File: config.mk
export PLATFORM = sky130hd
export DESIGN_NAME = axi_write_engine_flat
export DESIGN_NICKNAME = d
export VERILOG_FILES = /design/src/source/axi_mem_pkg.sv /design/src/source/mem_port_if.sv /design/src/source/axi_write_engine.sv /design/src/flat_wrapper.sv
export SDC_FILE = /design/constraint.sdc
export NUM_CORES = 1
export LEC_CHECK = 0
export ABC_CLOCK_PERIOD_IN_PS = 4700
export BUFFER_PORTS_ARGS = -buffer_cell sky130_fd_sc_hd__buf_2
export CORE_MARGIN = 5
export CORE_UTILIZATION = 25
export CTS_CLUSTER_DIAMETER = 50
export CTS_CLUSTER_SIZE = 16
export DETAILED_ROUTE_END_ITERATION = 6
export PLACE_DENSITY_LB_ADDON = 0.08
export SYNTH_ARGS = -nofsm -noshare
export SYNTH_HDL_FRONTEND = slang
export SYNTH_SLANG_ARGS = --single-unit
File: constraint.sdc
create_clock -name clk -period 4.7 [get_ports clk]
set_clock_uncertainty 0.05 [all_clocks]
set_input_delay 0.94 -clock clk [delete_from_list [all_inputs] [get_ports clk]]
set_output_delay 0.94 -clock clk [all_outputs]
set_load 0.03 [all_outputs]
File: src/source/axi_mem_pkg.sv
`default_nettype none

package axi_mem_pkg;

  localparam int DATA_W  = 32;
  localparam int STRB_W  = DATA_W / 8;
  localparam int ADDR_W  = 12;               // byte address
  localparam int WORD_AW = ADDR_W - 2;       // word index, addr[11:2]
  localparam int ID_W    = 4;
  localparam int LEN_W   = 8;                // only 0..15 legal here

  localparam logic [1:0] BURST_FIXED = 2'b00;
  localparam logic [1:0] BURST_INCR  = 2'b01;
  localparam logic [1:0] BURST_WRAP  = 2'b10;

  localparam logic [1:0] RESP_OKAY   = 2'b00;
  localparam logic [1:0] RESP_SLVERR = 2'b10;

  // stall generator, roughly a quarter of cycles closed per channel
  localparam logic [15:0] LFSR_SEED   = 16'hace1;
  localparam logic [7:0]  STALL_LEVEL = 8'd64;

  localparam int CH_AW    = 0;
  localparam int CH_W     = 1;
  localparam int CH_B     = 2;
  localparam int CH_AR    = 3;
  localparam int CH_R     = 4;
  localparam int CH_COUNT = 5;

endpackage

`default_nettype wire
File: src/source/mem_port_if.sv
`timescale 1ns/1ps
`default_nettype none

interface mem_port_if;
  import axi_mem_pkg::*;

  logic               en;
  logic               we;         // write when high
  logic [WORD_AW-1:0] word_addr;
  logic [DATA_W-1:0]  wdata;
  logic [STRB_W-1:0]  wstrb;
  logic [DATA_W-1:0]  rdata;      // valid the cycle after a read strobe

  modport engine (
    output en,
    output we,
    output word_addr,
    output wdata,
    output wstrb,
    input  rdata
  );

  modport bank (
    input  en,
    input  we,
    input  word_addr,
    input  wdata,
    input  wstrb,
    output rdata
  );

endinterface

`default_nettype wire

File: src/source/axi_write_engine.sv
`timescale 1ns/1ps
`default_nettype none

module axi_write_engine (
  input  logic                               clk,
  input  logic                               rstn,
  input  logic [axi_mem_pkg::CH_COUNT-1:0]   open_mask,
  input  logic [axi_mem_pkg::ID_W-1:0]       aw_id,
  input  logic [axi_mem_pkg::ADDR_W-1:0]     aw_addr,
  input  logic [axi_mem_pkg::LEN_W-1:0]      aw_len,
  input  logic [1:0]                         aw_burst,
  input  logic                               aw_valid,
  output logic                               aw_ready,
  input  logic [axi_mem_pkg::DATA_W-1:0]     w_data,
  input  logic [axi_mem_pkg::STRB_W-1:0]     w_strb,
  input  logic                               w_last,
  input  logic                               w_valid,
  output logic                               w_ready,
  output logic [axi_mem_pkg::ID_W-1:0]       b_id,
  output logic [1:0]                         b_resp,
  output logic                               b_valid,
  input  logic                               b_ready,
  mem_port_if.engine                         mem
);
  import axi_mem_pkg::*;

  logic               aw_phase, w_phase, b_phase;   // one-hot, all low only out of reset
  logic [ID_W-1:0]    id_q;
  logic [WORD_AW-1:0] word_idx;
  logic [3:0]         beats_left;
  logic               fixed_q;
  logic               bad_q;
  logic               aw_hs, w_hs, b_hs;
  logic               last_beat;

  assign aw_ready  = aw_phase & open_mask[CH_AW];
  assign w_ready   = w_phase & open_mask[CH_W];
  assign b_valid   = b_phase & open_mask[CH_B];
  assign aw_hs     = aw_ready & aw_valid;
  assign w_hs      = w_ready & w_valid;
  assign b_hs      = b_valid & b_ready;
  assign last_beat = beats_left == 4'd0;

  assign b_id   = id_q;
  assign b_resp = bad_q ? RESP_SLVERR : RESP_OKAY;

  // error bursts are accepted beat by beat but never reach memory
  assign mem.en        = w_hs & ~bad_q;
  assign mem.we        = 1'b1;
  assign mem.word_addr = word_idx;
  assign mem.wdata     = w_data;
  assign mem.wstrb     = w_strb;

  always_ff @(posedge clk or negedge rstn) begin
    if (!rstn) begin
      aw_phase <= 1'b0;
      w_phase  <= 1'b0;
      b_phase  <= 1'b0;
    end else begin
      if (!aw_phase && !w_phase && !b_phase) aw_phase <= 1'b1;
      if (aw_hs) begin
        aw_phase <= 1'b0;
        w_phase  <= 1'b1;
      end
      if (w_hs && last_beat) begin
        w_phase <= 1'b0;
        b_phase <= 1'b1;
      end
      if (b_hs) begin
        b_phase  <= 1'b0;
        aw_phase <= 1'b1;
      end
    end
  end

  always_ff @(posedge clk) begin
    if (aw_hs) begin
      id_q       <= aw_id;
      word_idx   <= aw_addr[ADDR_W-1 -: WORD_AW];
      beats_left <= aw_len[3:0];
      fixed_q    <= aw_burst == BURST_FIXED;
      bad_q      <= !(aw_burst == BURST_FIXED || aw_burst == BURST_INCR);
    end else if (w_hs) begin
      beats_left <= beats_left - 4'd1;
      if (!fixed_q) word_idx <= word_idx + 1'b1;   // wraps at memory size
    end
  end

  w_last_matches: assert property (@(posedge clk) disable iff (!rstn)
    w_hs |-> w_last == last_beat)
    else $error("axi_write_engine: w_last disagrees with aw_len");

endmodule

`default_nettype wire

File: src/flat_wrapper.sv
// flat-port wrapper written by rule: the top's interface ports become plain ports
module axi_write_engine_flat import axi_mem_pkg::*;
  (clk, rstn, open_mask, aw_id, aw_addr, aw_len, aw_burst, aw_valid, aw_ready, w_data, w_strb, w_last, w_valid, w_ready, b_id, b_resp, b_valid, b_ready, mem_en, mem_we, mem_word_addr, mem_wdata, mem_wstrb, mem_rdata);
  mem_port_if mem_i ();
  input  logic clk;
  input  logic rstn;
  input  logic [axi_mem_pkg::CH_COUNT-1:0] open_mask;
  input  logic [axi_mem_pkg::ID_W-1:0] aw_id;
  input  logic [axi_mem_pkg::ADDR_W-1:0] aw_addr;
  input  logic [axi_mem_pkg::LEN_W-1:0] aw_len;
  input  logic [1:0] aw_burst;
  input  logic aw_valid;
  output logic aw_ready;
  input  logic [axi_mem_pkg::DATA_W-1:0] w_data;
  input  logic [axi_mem_pkg::STRB_W-1:0] w_strb;
  input  logic w_last;
  input  logic w_valid;
  output logic w_ready;
  output logic [axi_mem_pkg::ID_W-1:0] b_id;
  output logic [1:0] b_resp;
  output logic b_valid;
  input  logic b_ready;
  output wire logic [$bits(mem_i.en)-1:0] mem_en;
  output wire logic [$bits(mem_i.we)-1:0] mem_we;
  output wire logic [$bits(mem_i.word_addr)-1:0] mem_word_addr;
  output wire logic [$bits(mem_i.wdata)-1:0] mem_wdata;
  output wire logic [$bits(mem_i.wstrb)-1:0] mem_wstrb;
  input wire logic [$bits(mem_i.rdata)-1:0] mem_rdata;
  assign mem_en = mem_i.en;
  assign mem_we = mem_i.we;
  assign mem_word_addr = mem_i.word_addr;
  assign mem_wdata = mem_i.wdata;
  assign mem_wstrb = mem_i.wstrb;
  assign mem_i.rdata = mem_rdata;
  axi_write_engine u_core (.clk(clk), .rstn(rstn), .open_mask(open_mask), .aw_id(aw_id), .aw_addr(aw_addr), .aw_len(aw_len), .aw_burst(aw_burst), .aw_valid(aw_valid), .aw_ready(aw_ready), .w_data(w_data), .w_strb(w_strb), .w_last(w_last), .w_valid(w_valid), .w_ready(w_ready), .b_id(b_id), .b_resp(b_resp), .b_valid(b_valid), .b_ready(b_ready), .mem(mem_i));
endmodule
==> flow_summary.json <==
{
  "synth_compound_area_frac": 0.08829,
  "yosysTopAreaCellShare": 0.4196,
  "drt_iter0_markers": 34,
  "p_leak_uw": 0.0006068,
  "postSynth.asyncResetShare": 0.1304,
  "drcViolationCount": 0,
  "synth_top_family_by_area": "buffers and inverters",
  "avgSynthCellArea_sq_um": 9.872,
  "worstPathArrival_ns": 2.46,
  "grt_pass1_vias": 985,
  "slowest_delay_ns": 0.69,
  "clkSinkCount": 23,
  "pwr_density_cell_mw_per_mm2": 426.9,
  "final_layout_size_suffix_gt1_frac": 0.3464,
  "dieWidth_microns": 85.67,
  "port_buffers": 46,
  "drv_cap": 0,
  "ctsLongestPathBuffers": 2,
  "dp_hpwl_microns": 2351,
  "n_fill_cell": 624,
  "via_per_inst": 4.173,
  "die_y_microns": 85.67,
  "yosysWarnings": 0,
  "synth_nets": 253,
  "synth_area_sq_mm": 0.001431,
  "worst-endpoint-required_ns": 4.65,
  "finalHoldViolations": 0,
  "synth-edff-count": 20,
  "wl_per_cell_microns": 13.56,
  "core_area_sq_mm": 0.005540,
  "syn_inst": 145,
  "nets": 262,
  "ir_drop_mv": 0.1057,
  "fmax_mhz": 398.5,
  "initial_core_util": 0.2584,
  "critPathSlowestCell": "inv_1",
  "diodes": 0,
  "num_rows": 27,
  "h-tree-depth": 1,
  "num_vias": 939,
  "layout_commonest_cell": "buf_2",
  "min_path_type": "input pin to asynchronous set/reset pin",
  "grt_util_all_layers": 0.08261,
  "die_area_sq_mm": 0.007338,
  "yosysTopAreaCell": "edfxtp_1",
  "cp_num_buf_inv": 2,
  "cts_setup_buffers": 0,
  "crit_chain": "buf_2 -> nand3_1 -> inv_1 -> o21ai_0",
  "rsz0062_at_grt": "no",
  "gr-total-overflow": 0,
  "synthXorXnorAreaFrac": 0.03059,
  "dr.pass1.iters": 4,
  "post-route-util": 0.2701,
  "hold_buffers": 0,
  "setup_violations": 0,
  "antenna_found_initial": 0,
  "path_clk_slew_ns": 0.08,
  "grt_pass1_wl_microns": 4836,
  "grt_max_degree": 24,
  "ctsRootBufferMaster": "clkbuf_8",
  "yosys-top-cells-area": "edfxtp_1 (42%), buf_4 (20%), dfrtp_1 (5.2%)",
  "cts-resized-gates": 0,
  "path_class": "input pin to flip-flop",
  "multi_input_area_sq_um": 436.7,
  "area_delta_synth_final_pct": 4.546,
  "yosys_register_bits": 23,
  "seqCellArea_sq_um": 675.6,
  "finalCriticalPeriod_ns": 2.509,
  "synth-simple-area-share": 0.1547,
  "synthFlopType": "edfxtp_1",
  "drtAntennaViolNets": 0,
  "io_pins": 162,
  "numCtsBuffers": 3,
  "outcome": "finished clean",
  "drv_slew": 0,
  "synth_mux_area_frac": 0,
  "cts_tree": "built",
  "synth_cell_types": 24,
  "relSlewSlack": 0.4657,
  "drt-total-wl_microns": 3052,
  "final_cell_mix": "buf_2 (46), edfxtp_1 (20), nand2_1 (15)",
  "synth_seq_area_share": 0.4720,
  "synth_adder_area_share": 0.02622,
  "path_max_fanout": 23,
  "worst_setup_path_start_kind": "input pin",
  "routabilityCongestion": 0.7258,
  "tightest_slew_ns": 0.7992,
  "setup_tns_ns": 0,
  "worstSetupEndpointType": "flip-flop",
  "path_delay_family": "buffers and inverters",
  "period_share": 0.5339,
  "insertion_delay_ns": 0.26
}
==> cell type report <==
cell class,count,share of cell area
clock buffers,4,0.03010
inverters,3,0.007525
multi-input cells,76,0.2918
flip-flops and latches,23,0.4515
well taps,72,0.06020
repair buffers,47,0.1589
==> cells in the mapped netlist (3+ instances only) <==
master and number:
nand3_1 5, clkbuf_1 4, o21ai_0 9, or4_1 3
nand2_1 15, xnor2_1 3, a21oi_1 4, buf_4 39
o31ai_1 3, inv_1 3, and2_1 3, nor2_1 12
edfxtp_1 20, a31oi_1 5, dfrtp_1 3, ha_1 3
==> path summary, 6_finish.rpt <==
path                                  from                       to  slack [ns]  cells after the start
setup reg to reg           u_core.aw_phase  u_core.mem.word_addr[3]        2.58                      3
setup / recovery              open_mask[0]  u_core.mem.word_addr[3]        2.19                      4
min in group clk           u_core.aw_phase          u_core.aw_phase        0.49                      2
hold reg to reg            u_core.aw_phase          u_core.aw_phase        0.49                      2
hold / removal                        rstn          u_core.aw_phase        0.40                      1
max in group asynchronous             rstn           u_core.b_phase        4.09                      1
==> metal layers <==
| layer | vias up | share of wire | track usage |
|---|---|---|---|
| met4 | 0 | 0.030 | 0.04892 |
| li1 | 473 | - | - |
| met2 | 40 | 0.48 | 0.1335 |
| met1 | 408 | 0.41 | 0.09574 |
| met3 | 18 | 0.079 | 0.02594 |
| met5 | - | 0 | 0 |
==> sequential cells by signal (all words and copies together) (netlist names) <==
name / cells
u_core.fixed_q: 1
u_core.bad_q: 1
u_core.beats_left: 4
u_core.b_phase: 1
u_core.b_id: 4
u_core.aw_phase: 1
u_core.mem.word_addr: 10
u_core.w_phase: 1
==> cell families (layout without fill, tap and decap cells) <==
family | after synthesis | in the layout
xor gates and xnor gates | 5 | 5
AOI/OAI and AO/OA | 22 | 22
adders and majority gates | 3 | 3
other | 2 | 2
and+or+nand+nor | 44 | 44
buffers and inverters | 46 | 54
DFF | 23 | 23
==> per-stage QoR <==
step | total power, uW | setup WS (ns) | instances | instance area (sq um) | hold WS (ns)
CTS | 652.3 | 2.082 | 225 | 1496 | 0.3949
floorplan | 515.0 | 2.247 | 145 | 1431 | 0.4338
finish | 638.8 | 2.191 | 225 | 1496 | 0.4030
detailed placement | 523.3 | 1.798 | 221 | 1451 | 0.4662
global placement | 519.0 | 1.787 | 221 | 1451 | 0.4610
global route | 683.8 | 1.863 | 225 | 1496 | 0.3867
==> worst reg2reg max path, cell delays in order, from the launching register on <==
cell	delay (ns)
dfrtp_1	0.37
nand3_1	0.56
inv_1	0.70
o21ai_0	0.18
==> where the power goes <==
group	switching [uW]	total, uW	internal [uW]
sequential	34.5	315	281
clock	65.3	126	60.5
combinational	129	198	69.0
total	229	639	410
No activity file was read; power rests on OpenSTA's default activity.
