`config.mk`:
```
export PLATFORM = sky130hd
export DESIGN_NAME = axi_read_engine_flat
export DESIGN_NICKNAME = d
export VERILOG_FILES = /design/src/source/axi_mem_pkg.sv /design/src/source/mem_port_if.sv /design/src/source/axi_read_engine.sv /design/src/flat_wrapper.sv
export SDC_FILE = /design/constraint.sdc
export NUM_CORES = 1
export LEC_CHECK = 0
export ABC_AREA = 1
export BUFFER_PORTS_ARGS = -buffer_cell sky130_fd_sc_hd__buf_2
export CAP_MARGIN = 20
export CORE_MARGIN = 3
export CORE_UTILIZATION = 39
export CTS_CLUSTER_SIZE = 20
export DETAILED_ROUTE_END_ITERATION = 10
export GPL_ROUTABILITY_DRIVEN = 0
export PLACE_DENSITY = 0.87
export SETUP_SLACK_MARGIN = 0.4
export SYNTH_ARGS = -nofsm -noshare
export SYNTH_HDL_FRONTEND = slang
export SYNTH_SLANG_ARGS = --single-unit
```
`constraint.sdc`:
```
create_clock -name clk -period 1.95 [get_ports clk]
set_input_delay 0.0975 -clock clk [delete_from_list [all_inputs] [get_ports clk]]
set_output_delay 0.0975 -clock clk [all_outputs]
set_load 0.01 [all_outputs]
```
`src/source/axi_mem_pkg.sv`:
```
`default_nettype none

package axi_mem_pkg;

  localparam int DATA_W  = 32;
  localparam int STRB_W  = DATA_W / 8;
  localparam int ADDR_W  = 12;               // byte address
  localparam int WORD_AW = ADDR_W - 2;       // word index, addr[11:2]
  localparam int ID_W    = 4;
  localparam int LEN_W   = 8;                // only 0..15 legal here

  localparam logic [1:0] BURST_FIXED = 2'b00;
  localparam logic [1:0] BURST_INCR  = 2'b01;
  localparam logic [1:0] BURST_WRAP  = 2'b10;

  localparam logic [1:0] RESP_OKAY   = 2'b00;
  localparam logic [1:0] RESP_SLVERR = 2'b10;

  // stall generator, roughly a quarter of cycles closed per channel
  localparam logic [15:0] LFSR_SEED   = 16'hace1;
  localparam logic [7:0]  STALL_LEVEL = 8'd64;

  localparam int CH_AW    = 0;
  localparam int CH_W     = 1;
  localparam int CH_B     = 2;
  localparam int CH_AR    = 3;
  localparam int CH_R     = 4;
  localparam int CH_COUNT = 5;

endpackage

`default_nettype wire
```
`src/source/mem_port_if.sv`:
```
`timescale 1ns/1ps
`default_nettype none

interface mem_port_if;
  import axi_mem_pkg::*;

  logic               en;
  logic               we;         // write when high
  logic [WORD_AW-1:0] word_addr;
  logic [DATA_W-1:0]  wdata;
  logic [STRB_W-1:0]  wstrb;
  logic [DATA_W-1:0]  rdata;      // valid the cycle after a read strobe

  modport engine (
    output en,
    output we,
    output word_addr,
    output wdata,
    output wstrb,
    input  rdata
  );

  modport bank (
    input  en,
    input  we,
    input  word_addr,
    input  wdata,
    input  wstrb,
    output rdata
  );

endinterface

`default_nettype wire

```
`src/source/axi_read_engine.sv`:
```
`timescale 1ns/1ps
`default_nettype none

module axi_read_engine (
  input  logic                               clk,
  input  logic                               rstn,
  input  logic [axi_mem_pkg::CH_COUNT-1:0]   open_mask,
  input  logic [axi_mem_pkg::ID_W-1:0]       ar_id,
  input  logic [axi_mem_pkg::ADDR_W-1:0]     ar_addr,
  input  logic [axi_mem_pkg::LEN_W-1:0]      ar_len,
  input  logic [1:0]                         ar_burst,
  input  logic                               ar_valid,
  output logic                               ar_ready,
  output logic [axi_mem_pkg::ID_W-1:0]       r_id,
  output logic [axi_mem_pkg::DATA_W-1:0]     r_data,
  output logic [1:0]                         r_resp,
  output logic                               r_last,
  output logic                               r_valid,
  input  logic                               r_ready,
  mem_port_if.engine                         mem
);
  import axi_mem_pkg::*;

  logic               ar_phase, issue, r_phase;
  logic [ID_W-1:0]    id_q;
  logic [WORD_AW-1:0] word_idx, idx_next;
  logic [3:0]         beats_left;
  logic               fixed_q;
  logic               bad_q;
  logic               ar_hs, r_hs;

  assign ar_ready = ar_phase & open_mask[CH_AR];
  assign r_valid  = r_phase & open_mask[CH_R];
  assign ar_hs    = ar_ready & ar_valid;
  assign r_hs     = r_valid & r_ready;
  assign idx_next = fixed_q ? word_idx : word_idx + 1'b1;

  assign r_id   = id_q;
  assign r_data = bad_q ? '0 : mem.rdata;
  assign r_resp = bad_q ? RESP_SLVERR : RESP_OKAY;
  assign r_last = beats_left == 4'd0;

  // first beat right after AR, then one read per accepted beat
  assign mem.en        = issue | (r_hs & ~r_last);
  assign mem.we        = 1'b0;
  assign mem.word_addr = issue ? word_idx : idx_next;
  assign mem.wdata     = '0;
  assign mem.wstrb     = '0;

  always_ff @(posedge clk or negedge rstn) begin
    if (!rstn) begin
      ar_phase <= 1'b0;
      issue    <= 1'b0;
      r_phase  <= 1'b0;
    end else begin
      if (!ar_phase && !issue && !r_phase) ar_phase <= 1'b1;
      if (ar_hs) begin
        ar_phase <= 1'b0;
        issue    <= 1'b1;
      end
      if (issue) begin
        issue   <= 1'b0;
        r_phase <= 1'b1;
      end
      if (r_hs && r_last) begin
        r_phase  <= 1'b0;
        ar_phase <= 1'b1;
      end
    end
  end

  always_ff @(posedge clk) begin
    if (ar_hs) begin
      id_q       <= ar_id;
      word_idx   <= ar_addr[ADDR_W-1 -: WORD_AW];
      beats_left <= ar_len[3:0];
      fixed_q    <= ar_burst == BURST_FIXED;
      bad_q      <= !(ar_burst == BURST_FIXED || ar_burst == BURST_INCR);
    end else if (r_hs) begin
      beats_left <= beats_left - 4'd1;
      word_idx   <= idx_next;
    end
  end

  // bank output must hold while the master keeps the beat waiting
  r_held_stable: assert property (@(posedge clk) disable iff (!rstn)
    r_valid && !r_ready |=> $stable(r_data) && $stable(r_last))
    else $error("axi_read_engine: R payload changed while held");

endmodule

`default_nettype wire

```
`src/flat_wrapper.sv`:
```
// flat-port wrapper written by rule: the top's interface ports become plain ports
module axi_read_engine_flat import axi_mem_pkg::*;
  (clk, rstn, open_mask, ar_id, ar_addr, ar_len, ar_burst, ar_valid, ar_ready, r_id, r_data, r_resp, r_last, r_valid, r_ready, mem_en, mem_we, mem_word_addr, mem_wdata, mem_wstrb, mem_rdata);
  mem_port_if mem_i ();
  input  logic clk;
  input  logic rstn;
  input  logic [axi_mem_pkg::CH_COUNT-1:0] open_mask;
  input  logic [axi_mem_pkg::ID_W-1:0] ar_id;
  input  logic [axi_mem_pkg::ADDR_W-1:0] ar_addr;
  input  logic [axi_mem_pkg::LEN_W-1:0] ar_len;
  input  logic [1:0] ar_burst;
  input  logic ar_valid;
  output logic ar_ready;
  output logic [axi_mem_pkg::ID_W-1:0] r_id;
  output logic [axi_mem_pkg::DATA_W-1:0] r_data;
  output logic [1:0] r_resp;
  output logic r_last;
  output logic r_valid;
  input  logic r_ready;
  output wire logic [$bits(mem_i.en)-1:0] mem_en;
  output wire logic [$bits(mem_i.we)-1:0] mem_we;
  output wire logic [$bits(mem_i.word_addr)-1:0] mem_word_addr;
  output wire logic [$bits(mem_i.wdata)-1:0] mem_wdata;
  output wire logic [$bits(mem_i.wstrb)-1:0] mem_wstrb;
  input wire logic [$bits(mem_i.rdata)-1:0] mem_rdata;
  assign mem_en = mem_i.en;
  assign mem_we = mem_i.we;
  assign mem_word_addr = mem_i.word_addr;
  assign mem_wdata = mem_i.wdata;
  assign mem_wstrb = mem_i.wstrb;
  assign mem_i.rdata = mem_rdata;
  axi_read_engine u_core (.clk(clk), .rstn(rstn), .open_mask(open_mask), .ar_id(ar_id), .ar_addr(ar_addr), .ar_len(ar_len), .ar_burst(ar_burst), .ar_valid(ar_valid), .ar_ready(ar_ready), .r_id(r_id), .r_data(r_data), .r_resp(r_resp), .r_last(r_last), .r_valid(r_valid), .r_ready(r_ready), .mem(mem_i));
endmodule
```
==> run_results.csv <==
group,metric,value,unit
run_status,status,"finished, final reports clean",
route,wire_per_inst,11.22,µm
hold_path,hold_start,"ar_burst[1]",
synthesis,synth_cell_type_count,24,
route,detail_route.iter0.violations,37,
floorplanning,ioPinCount,156,
cts,h-tree-depth,1,
cts,cts_tree,"yes",
sta,fin_skew,0.005858,ns
worst_setup_path,cp_max_fo,7,
worst_setup_path,crit_chain,"inv_2 -> nand2_2 -> nor2_4 -> xor2_1 -> nand2_1 -> nand2_1 -> buf_2",
global_route,overflow,0,
sta,rsz0062_at_grt,"true",
global_route,antenna_found_initial,0,
sta,hold_viol_final,0,
hold_path,hold_class,"in -> reg",
global_route,track_usage,0.1615,
power,power-per-cell-area,806.7,nW/µm²
sta,final-setup-viol-count,0,
route,routed_wl,4.949,mm
sta,drv_slew,0,
route,drcViolationCount,0,
finish,fin_cells,441,
placed_design,portBuffers,108,
cts,clkTransAtPathRegs,0.08,ns
cts,clkSinkCount,23,
sta,fmax,591.7,MHz
finish,fin_util,0.5719,
floorplanning,die_w,75.03,µm
floorplanning,initial_utilization,0.4153,
floorplanning,core,4474,µm²
cts,root_buffer,"clkbuf_8",
placed_design,dpl.hpwl,3.614,mm
synthesis,synth_warnings,0,
global_route,grt_pass1_wl,7.134,mm
synthesis,syn_area,1858,µm²
finish,syn_to_final_growth,37.71,%
worst_setup_path,crit_type,"reg -> out",
route,first_pass_iters,4,
cts,clk_latency,0.27,ns
power,peakVddDrop,0.0006946,V
power,p_leak,0.001528,µW
finish,drive_gt1_frac,0.3856,
route,via_count,1930,
synthesis,yosysSeqAreaShare,0.3636,
global_route,grt_max_degree,34,
finish,antenna_cells,0,
floorplanning,die_y,75.03,µm
sta,whs,0.01839,ns
sta,setup_tns,0,ns
synthesis,postSynthAreaPerCell,6.933,µm²
worst_setup_path,reg2reg_from,"u_core.fixed_q$_DFFE_PP_",
sta,min_period_over_period,0.8667,
finish,mostFrequentLayoutCell,"buf_2",
synthesis,syn_inst,268,
worst_setup_path,slowest_stage,"edfxtp_1",
worst_setup_path,cpPeakStageDelay,0.41,ns
floorplanning,num_rows,24,
route,antenna_left,0,
run,drv_cap,0,
worst_setup_path,cp.required,1.85,ns
worst_setup_path,worst_ep_arrival_time,1.59,ns
worst_setup_path,end_kind,"primary output",
sta,fin_crit,1.690,ns
global_route,grt_pass1_vias,1699,
placed_design,post-place-cells,420,
worst_setup_path,start_kind,"flip-flop",
worst_setup_path,crit_path_frequent_cell,"nand2_1",
cts,clockBufferDepth,2,
finish,final_nets,459,
route,vias_per_cell,4.376,
cts,cts_buffers,3,
finish,layout_common_cells,"buf_2 (108), nand2_1 (62), inv_1 (45)",
floorplanning,die_area,5629,µm²
synthesis,ys_ff_latch,23,
worst_setup_path,cp-startpoint,"u_core.fixed_q$_DFFE_PP_",
## repair_timing
item / CTS / global route
setup buffers: 6 / 6
cloned: 0 / 0
endpoints found under the setup margin: 10 / 24
resized for setup: 11 / 15
endpoints found under the hold margin: 7 / 0
pin swaps: 1 / 12
hold buffers: 5 / 0
## synth_stat cells
master / n / area share
edfxtp_1: 20 / 0.32
buf_4: 39 / 0.16
xnor2_1: 1 / 0.0047
a31oi_1: 1 / 0.0034
o221ai_1: 1 / 0.0047
inv_2: 1 / 0.0020
a21o_2: 1 / 0.0047
nand3_1: 12 / 0.032
xor2_1: 3 / 0.014
nand3b_1: 2 / 0.0081
conb_1: 1 / 0.0020
nand2_1: 66 / 0.13
nor2_1: 40 / 0.081
buf_2: 4 / 0.011
clkbuf_1: 5 / 0.010
o21ai_0: 12 / 0.032
inv_1: 47 / 0.095
nand2_2: 2 / 0.0067
dfrtp_1: 3 / 0.040
nor2_4: 1 / 0.0061
or2_2: 1 / 0.0034
o21a_1: 1 / 0.0040
ha_1: 2 / 0.013
nand4_1: 2 / 0.0067
## layer usage
metal  up-vias  global-route usage  routed length (µm)  part of all wire
met4         0             0.08498                  85             0.017
met3         5             0.02537                 420             0.085
met1       843              0.1716                1845              0.37
met2       109              0.3027                2599              0.53
met5         -                   0                   0                 0
li1        973                   -                   -                 -
## state kept, by name, summed over array words and instances (netlist names)
register	flops
u_core.ar_phase	1
u_core.bad_q	1
u_core.issue	1
u_core.r_id	4
u_core.r_phase	1
u_core.fixed_q	1
u_core.beats_left	4
u_core.word_idx	10
## power by group
part / internal (µW) / leakage (µW) / total, µW / switching, µW
Sequential: 696 / 0.000223 / 790 / 93.6
Combinational: 403 / 0.00128 / 974 / 571
Clock: 143 / 0.0000255 / 300 / 157
Total: 1240 / 0.00153 / 2060 / 822
## critical path, delay by kind of cell (launching register included)
kind | cells | cell delay (ns)
simple gates | 4 | 0.43
flops | 1 | 0.41
buf+inv | 2 | 0.26
xor+xnor | 1 | 0.23
## final timing paths
| check | cells past startpoint | endpoint | slack, ns |
|---|---|---|---|
| setup / recovery | 7 | mem_word_addr[3] | 0.26 |
| hold / removal | 1 | u_core.bad_q$_DFFE_PP_ | 0.02 |
| setup reg to reg | 7 | u_core.word_idx[3]$_DFFE_PP_ | 0.53 |
| hold reg to reg | 1 | u_core.r_phase$_DFFE_PN0P_ | 0.53 |
| max in group asynchronous | 2 | u_core.issue$_DFF_PN0_ | 1.66 |
| min in group asynchronous | 2 | u_core.ar_phase$_DFFE_PN0P_ | 0.16 |
## kinds of logic (layout without fill, tap and decap cells)
family | count (synthesis) | after routing | share of synthesized area
AND/OR/NAND/NOR | 126 | 126 | 0.2774
buffers and inverters | 96 | 180 | 0.2754
flip-flops | 23 | 23 | 0.3636
AO/OA/AOI/OAI | 16 | 16 | 0.04916
XOR/XNOR | 4 | 4 | 0.01886
adder cells (fa/ha/maj) | 2 | 2 | 0.01347
other | 1 | 38 | 0.002018
## stage by stage
stage,total power [µW],area (µm²),setup WS (ns)
4_1_cts,1977,2467,0.3238
6_report,2064,2559,0.2600
3_5_place_dp,1605,2293,0.4738
2_1_floorplan,1359,1997,0.5224
3_3_place_gp,1577,2293,0.5171
5_1_grt,2216,2559,0.1668
## cell type report
type | instances | area, µm²
fill | 408 | 1916
multi-input combinational | 186 | 879.6
timing repair buffer | 128 | 706.9
sequential | 23 | 676.9
inverter | 48 | 183.9
tap | 52 | 65.06
clock buffer | 3 | 41.29
clock inverter | 1 | 5.005
Note: power is estimated with default switching activity, not from simulation.
