`config.mk`:
```
export PLATFORM = sky130hd
export DESIGN_NAME = congestion_gate
export DESIGN_NICKNAME = d
export VERILOG_FILES = /design/src/source/axi_mem_pkg.sv /design/src/source/congestion_gate.sv
export SDC_FILE = /design/constraint.sdc
export NUM_CORES = 1
export LEC_CHECK = 0
export ABC_AREA = 1
export BUFFER_PORTS_ARGS = -buffer_cell sky130_fd_sc_hd__buf_2
export CAP_MARGIN = 15
export CORE_MARGIN = 1.5
export CORE_UTILIZATION = 35
export CTS_BUF_LIST = sky130_fd_sc_hd__clkbuf_8
export CTS_CLUSTER_SIZE = 16
export DETAILED_ROUTE_END_ITERATION = 6
export PLACE_DENSITY = 0.57
export SLEW_MARGIN = 10
export SYNTH_ARGS = -nofsm -noshare
export SYNTH_HDL_FRONTEND = slang
export SYNTH_SLANG_ARGS = --single-unit
```
`constraint.sdc`:
```
create_clock -name clk -period 1 [get_ports clk]
set_input_delay 0.2 -clock clk [delete_from_list [all_inputs] [get_ports clk]]
set_output_delay 0.2 -clock clk [all_outputs]
set_load 0.01 [all_outputs]
```
`src/source/axi_mem_pkg.sv`:
```
`default_nettype none

package axi_mem_pkg;

  localparam int DATA_W  = 32;
  localparam int STRB_W  = DATA_W / 8;
  localparam int ADDR_W  = 12;               // byte address
  localparam int WORD_AW = ADDR_W - 2;       // word index, addr[11:2]
  localparam int ID_W    = 4;
  localparam int LEN_W   = 8;                // only 0..15 legal here

  localparam logic [1:0] BURST_FIXED = 2'b00;
  localparam logic [1:0] BURST_INCR  = 2'b01;
  localparam logic [1:0] BURST_WRAP  = 2'b10;

  localparam logic [1:0] RESP_OKAY   = 2'b00;
  localparam logic [1:0] RESP_SLVERR = 2'b10;

  // stall generator, roughly a quarter of cycles closed per channel
  localparam logic [15:0] LFSR_SEED   = 16'hace1;
  localparam logic [7:0]  STALL_LEVEL = 8'd64;

  localparam int CH_AW    = 0;
  localparam int CH_W     = 1;
  localparam int CH_B     = 2;
  localparam int CH_AR    = 3;
  localparam int CH_R     = 4;
  localparam int CH_COUNT = 5;

endpackage

`default_nettype wire
```
`src/source/congestion_gate.sv`:
```
`timescale 1ns/1ps
`default_nettype none

module congestion_gate (
  input  logic                               clk,
  input  logic                               rstn,
  output logic [axi_mem_pkg::CH_COUNT-1:0]   open_mask
);
  import axi_mem_pkg::*;

  logic [15:0]         lfsr;
  logic [31:0]         lfsr_dbl;
  logic [CH_COUNT-1:0] open_next;

  // doubled copy so each channel can take its own rotation
  assign lfsr_dbl = {lfsr, lfsr};

  always_comb begin
    for (int ch = 0; ch < CH_COUNT; ch++) begin
      open_next[ch] = lfsr_dbl[ch*3 +: 8] >= STALL_LEVEL;   // low slice closes the channel
    end
  end

  always_ff @(posedge clk or negedge rstn) begin
    if (!rstn) begin
      lfsr      <= LFSR_SEED;
      open_mask <= '1;
    end else begin
      // galois form, x^16 + x^14 + x^13 + x^11 + 1
      lfsr      <= {1'b0, lfsr[15:1]} ^ (lfsr[0] ? 16'hb400 : 16'h0000);
      open_mask <= open_next;
    end
  end

  // a zero state would lock every channel open or closed for good
  lfsr_nonzero: assert property (@(posedge clk) disable iff (!rstn) lfsr != 16'h0000)
    else $error("congestion_gate: lfsr reached zero");

endmodule

`default_nettype wire

```
==> impl_metrics.json, run 1 <==
{
  "outcome": "complete, but fails checks",
  "violations": "negative setup slack",
  "tightest_slew_ns": 0.432,
  "ant_nets": 0,
  "wl_met2_microns": 326,
  "routed_wl_microns": 776,
  "grt_usage": 0.103,
  "slew_viol_final": 0,
  "dieArea_sq_um": 2040,
  "totalPowerFinal_uw": 1400,
  "drc": 0,
  "yosys.area.top_type_share": 0.549,
  "cts_sinks": 21,
  "synth_area_sq_um": 622,
  "antenna_cells": 0,
  "setup-tns-final_ns": -0.374,
  "period_share": 1.08,
  "combPwrFrac": 0.014,
  "critPathMaxFanout": 1,
  "grt_max_degree": 22,
  "cp-end-kind": "output port",
  "final_cells": 67,
  "setup_ws_ns": -0.0780,
  "switchingPower_uw": 268,
  "rsz0062_at_grt": "yes",
  "clockRootBuffer": "clkbuf_8",
  "finalHoldViolCount": 0,
  "layout_min_cycle_time_ns": 1.08,
  "clockPowerShare": 0.378,
  "post-cts-setup-buffer-count": 0,
  "synth-seq-area-share": 0.871,
  "fmax_mhz": 928,
  "io_pins": 7,
  "via_count": 295,
  "synth_fp_nets": 41,
  "pwr-share-seq": 0.608,
  "internal_power_uw": 1130,
  "clkSlewWorstSetupHoldPaths_ns": 0.07,
  "cpMaxStageDelayCell": "dfstp_2",
  "first_global_vias": 293,
  "crit_type": "reg2out",
  "first_iter_violations": 0,
  "drv_cap": 0,
  "maxSlewHeadroom": 0.712,
  "synth_commonest_cells": "dfstp_2, nand2_1, dfrtp_1",
  "drive_gt1_frac": 0.520,
  "yosysWarnings": 0,
  "synth_seq_cells": 21,
  "dpl.hpwl_microns": 496,
  "cp_top_family": "flip-flops",
  "clock_skew_ns": 0.00207,
  "power.leakage_uw": 0.000366,
  "dp_slack_ns": 0.159,
  "yosysTopAreaCell": "dfstp_2",
  "switching_share": 0.191,
  "cts_buffers": 3,
  "synth_area_per_cell_sq_um": 15.9,
  "wl_met1_microns": 378,
  "cts-htree-levels": 1,
  "async_flop_share": 1.00,
  "hold_ws_ns": 0.359,
  "synthCells": 39,
  "clk_path_buf_depth": 2,
  "nets": 53,
  "critPathBufInv": 1,
  "cts_tree": "done",
  "route.met3.wl_microns": 36,
  "core_sq_um": 1690,
  "ir_drop_mv": 0.571,
  "setup_viol": 5,
  "clk_latency_ns": 0.26,
  "area_delta_synth_final_pct": 22.3,
  "path_cells": "buf_6",
  "synth_flop_cell": "dfstp_2",
  "overflow": 0,
  "hold_class": "reg2reg",
  "antenna_found_initial": 0,
  "viasPerCell": 4.40,
  "cpPeakStageDelay_ns": 0.53,
  "drt-pass1-iter-count": 1,
  "io_buffers": 6,
  "synth_cell_type_count": 6,
  "worstPathArrival_ns": 0.88,
  "cp.required_ns": 0.80,
  "die_h_microns": 45.2,
  "wire_per_inst_microns": 11.6,
  "ys_top_cells_by_area": "dfstp_2, dfrtp_1, nand2_1",
  "dieWidth_microns": 45.2,
  "start_util": 0.368,
  "rows": 15,
  "dp.cells": 62,
  "highest_layer": "met4",
  "pwr_density_cell_nw_per_um2": 1840,
  "synth_edf_count": 0,
  "place_congestion": 0.651,
  "grt_pass1_wl_microns": 1290,
  "worst_setup_path_start_kind": "register",
  "synth_most_common_cell": "dfstp_2"
}
## cell type report
type / instances / area, sq um
clock buffer: 3 / 41.3
clock inverter: 1 / 5.00
fill: 151 / 928
inverter: 4 / 15.0
multi-input combinational: 14 / 65.1
sequential: 21 / 542
tap: 17 / 21.3
timing repair buffer: 7 / 71.3
## cells by family (layout without fill, tap and decap cells)
family | after synthesis | after routing | synth area share
and+or+nand+nor | 14 | 14 | 0.105
buffers and inverters | 4 | 15 | 0.0241
DFF | 21 | 21 | 0.871
## power by group through the flow
stage          registers, uW  logic, uW  clock network (uW)
4_1_cts                  852       19.9                 557
2_1_floorplan            866  0.0000554                   0
3_3_place_gp             866       17.0                   0
5_1_grt                  851       22.3                 593
3_5_place_dp             866       17.5                   0
6_report                 852       18.9                 530
## path summary, 6_finish.rpt
check	startpoint	to	slack, ns	cells after the start
max	open_mask[2]$_DFF_PN1_	open_mask[2]	-0.08	1
min	lfsr[8]$_DFF_PN0_	lfsr[7]$_DFF_PN1_	0.36	0
max reg2reg	lfsr[0]$_DFF_PN1_	lfsr[12]$_DFF_PN0_	0.14	3
min reg2reg	lfsr[8]$_DFF_PN0_	lfsr[7]$_DFF_PN1_	0.36	0
max in group asynchronous	rstn	open_mask[3]$_DFF_PN1_	0.26	2
min in group asynchronous	rstn	lfsr[2]$_DFF_PN0_	0.41	2
## cells in the final DEF, fill, tap and decap left out
master	n
clkinv_2	1
clkbuf_8	3
dfrtp_1	8
dlygate4sd3_1	1
buf_6	5
buf_2	1
dfstp_2	13
or2_1	2
or2_2	3
inv_1	4
nand2_1	9
## through the flow
stage	util	area, sq um
CTS	0.450	761
finish	0.450	761
detailed placement	0.399	673
global placement	0.399	673
floorplan	-	622
global route	0.450	761
## registers in the layout, indices dropped and copies added, names as in the netlist
| name | count |
|---|---|
| lfsr | 16 |
| open_mask | 5 |
## layer usage
layer | track usage | vias up
met5 | 0 | -
met4 | 0.106 | 0
met3 | 0.0480 | 3
met2 | 0.114 | 8
met1 | 0.136 | 150
li1 | - | 134
## worst reg2reg max path: stages (launching register included)
cell,delay [ns]
dfstp_2,0.57
inv_1,0.07
nand2_1,0.06
nand2_1,0.04
## what timing repair did
| action | in CTS | in global routing |
|---|---|---|
| gates resized for setup | 5 | 0 |
| hold buffers | 1 | 0 |
| hold endpoints to repair | 8 | 0 |
| endpoints found under the setup margin | 5 | 5 |
Power figures use the tool's default switching activity.
==> run 2, diff against run 1 <==
--- a/config.mk
+++ b/config.mk
@@ -5,7 +5,6 @@
 export SDC_FILE = /design/constraint.sdc
 export NUM_CORES = 1
 export LEC_CHECK = 0
-export ABC_AREA = 1
 export BUFFER_PORTS_ARGS = -buffer_cell sky130_fd_sc_hd__buf_2
 export CAP_MARGIN = 15
 export CORE_MARGIN = 1.5
==> constraint.sdc (replaced) <==
create_clock -name clk -period 1.31 [get_ports clk]
set_input_delay 0.262 -clock clk [delete_from_list [all_inputs] [get_ports clk]]
set_output_delay 0.262 -clock clk [all_outputs]
set_load 0.01 [all_outputs]
==> impl_metrics.json, run 2 <==
{
  "outcome": "finished clean",
  "final_cells": 56,
  "grt_max_degree": 22,
  "grt_usage": 0.106,
  "slew_viol_final": 0,
  "ir_drop_mv": 1.04,
  "clk_path_buf_depth": 2,
  "synthCells": 29,
  "path_cells": "buf_2",
  "worst_setup_path_start_kind": "register",
  "reg_top3": "lfsr (16), open_mask (5)",
  "cpPeakStageDelay_ns": 0.52,
  "synth_flop_cell": "dfstp_2",
  "rsz0062_at_grt": "no",
  "dieArea_sq_um": 1970,
  "grtUsageMet2": 0.135,
  "synth_fp_nets": 31,
  "drv_cap": 0,
  "met3_usage": 0.0857,
  "grt_pass1_wl_microns": 1300,
  "ant_nets": 0,
  "period_share": 0.883,
  "yosysWarnings": 0,
  "antenna_found_initial": 0,
  "cts-htree-levels": 1,
  "final_common_cell": "dfstp_2",
  "die_h_microns": 44.4,
  "hold_class": "reg2reg",
  "pwr_density_cell_nw_per_um2": 1520,
  "regMostFlops": "lfsr",
  "core_sq_um": 1560,
  "dieWidth_microns": 44.4,
  "first_iter_violations": 4,
  "clkSlewWorstSetupHoldPaths_ns": 0.07,
  "finalHoldViolCount": 0,
  "io_pins": 7,
  "dpl.hpwl_microns": 462,
  "drive_gt1_frac": 0.675,
  "viasPerCell": 4.46,
  "fin_util": 0.454,
  "crit_start": "open_mask[1]$_DFF_PN1_",
  "synth_edf_count": 0,
  "synth_seq_cells": 21,
  "antenna_cells": 0,
  "worstPathArrival_ns": 0.89,
  "worstReg2RegEnd": "lfsr[13]$_DFF_PN1_",
  "ys_top_cells_by_area": "dfstp_2, dfrtp_1, xor2_1",
  "fmax_mhz": 865,
  "layout_min_cycle_time_ns": 1.16,
  "overflow": 0,
  "synth_area_per_cell_sq_um": 20.7,
  "area_delta_synth_final_pct": 18.2,
  "rr_worst_depth": 1,
  "synth-seq-area-share": 0.904,
  "largest_register_ffs": 16,
  "start_util": 0.384,
  "nFillCells": 147,
  "setup_viol": 0,
  "routed_wl_microns": 730,
  "dp.cells": 51,
  "gr-usage-met1": 0.126,
  "critPathBufInv": 1,
  "synth_area_sq_um": 599,
  "rows": 14,
  "wire_per_inst_microns": 13.0,
  "top_usage_layer": "met2",
  "r2r-start": "lfsr[0]$_DFF_PN1_",
  "synth_cell_type_count": 5,
  "synth_most_common_cell": "dfstp_2",
  "yosys.area.top_type_share": 0.570,
  "async_flop_share": 1.00,
  "clock_skew_ns": 0.00383,
  "yosysTopAreaCell": "dfstp_2",
  "cts_tree": "done",
  "nets": 43,
  "cp.required_ns": 1.05,
  "cpMaxStageDelayCell": "dfstp_2",
  "clockRootBuffer": "clkbuf_8",
  "cts_sinks": 21,
  "setup-tns-final_ns": 0,
  "via_count": 250,
  "path_depth": 1,
  "synth_commonest_cells": "dfstp_2, dfrtp_1, or2_2",
  "rrSetupSlack_ns": 0.44,
  "cp_top_family": "flip-flops",
  "cp-end-kind": "output port",
  "io_buffers": 6,
  "cts_buffers": 3,
  "critPathMaxFanout": 1,
  "first_global_vias": 262,
  "drc": 0,
  "mostFrequentLayoutCells": "dfstp_2, dfrtp_1, buf_2",
  "critPathCapture": "open_mask[1]",
  "clk_latency_ns": 0.26,
  "place_congestion": 0.683,
  "tightest_slew_ns": 0.421,
  "drt-pass1-iter-count": 5,
  "maxSlewHeadroom": 0.719,
  "crit_type": "reg2out",
  "power.leakage_uw": 0.000363
}
## run 2: final cells by class
cell class                 count  area (sq um)  area share
multi-input combinational      8          57.6      0.0813
tap                           16          20.0      0.0283
sequential                    21           542       0.765
clock buffer                   3          41.3      0.0583
clock inverter                 1          7.51      0.0106
timing repair buffer           7          40.0      0.0565
## run 2: cells by family (layout without fill, tap and decap cells)
family	Yosys count	after routing	synth area share
and+or+nand+nor	5	5	0.0522
xor gates and xnor gates	3	3	0.0438
DFF	21	21	0.904
buffers and inverters	0	11	0
## run 2: stage by stage
step	total power, uW	hold WS (ns)	instance area, sq um	worst slack (ns)
after floorplan	661	-0.0336	599	0.528
after global placement	673	0.207	649	0.440
after detailed placement	674	0.222	649	0.433
after CTS	1100	0.359	708	0.141
after global routing	1150	0.367	708	0.116
final	1080	0.356	708	0.154
## run 2: worst min path at each step
| stage | from | slack (ns) | to | cells after the start |
|---|---|---|---|---|
| after floorplan | rstn | -0.03 | lfsr[12]$_DFF_PN0_ | 0 |
| after global placement | rstn | 0.21 | lfsr[1]$_DFF_PN0_ | 1 |
| after detailed placement | rstn | 0.22 | lfsr[1]$_DFF_PN0_ | 1 |
| after CTS | lfsr[1]$_DFF_PN0_ | 0.36 | lfsr[0]$_DFF_PN1_ | 0 |
| after global routing | lfsr[6]$_DFF_PN1_ | 0.37 | lfsr[5]$_DFF_PN1_ | 0 |
| final | lfsr[1]$_DFF_PN0_ | 0.36 | lfsr[0]$_DFF_PN1_ | 0 |
## run 2: per-layer routing
layer | vias to the layer above | wire length [microns]
li1 | 109 | -
met4 | 0 | 8
met5 | - | 0
met3 | 2 | 58
met1 | 132 | 317
met2 | 7 | 346
## run 2: power by group
part / total, uW / internal (uW) / switching [uW] / leakage [uW]
registers: 650 / 650 / 0 / 0.000246
clock network: 413 / 214 / 199 / 0.0000217
logic: 14.2 / 3.02 / 11.1 / 0.0000953
## run 2: what timing repair did
action,4_1_cts,5_1_grt
buffers inserted,0,0
resized for setup,0,0
hold buffers,1,0
hold endpoints to repair,8,0
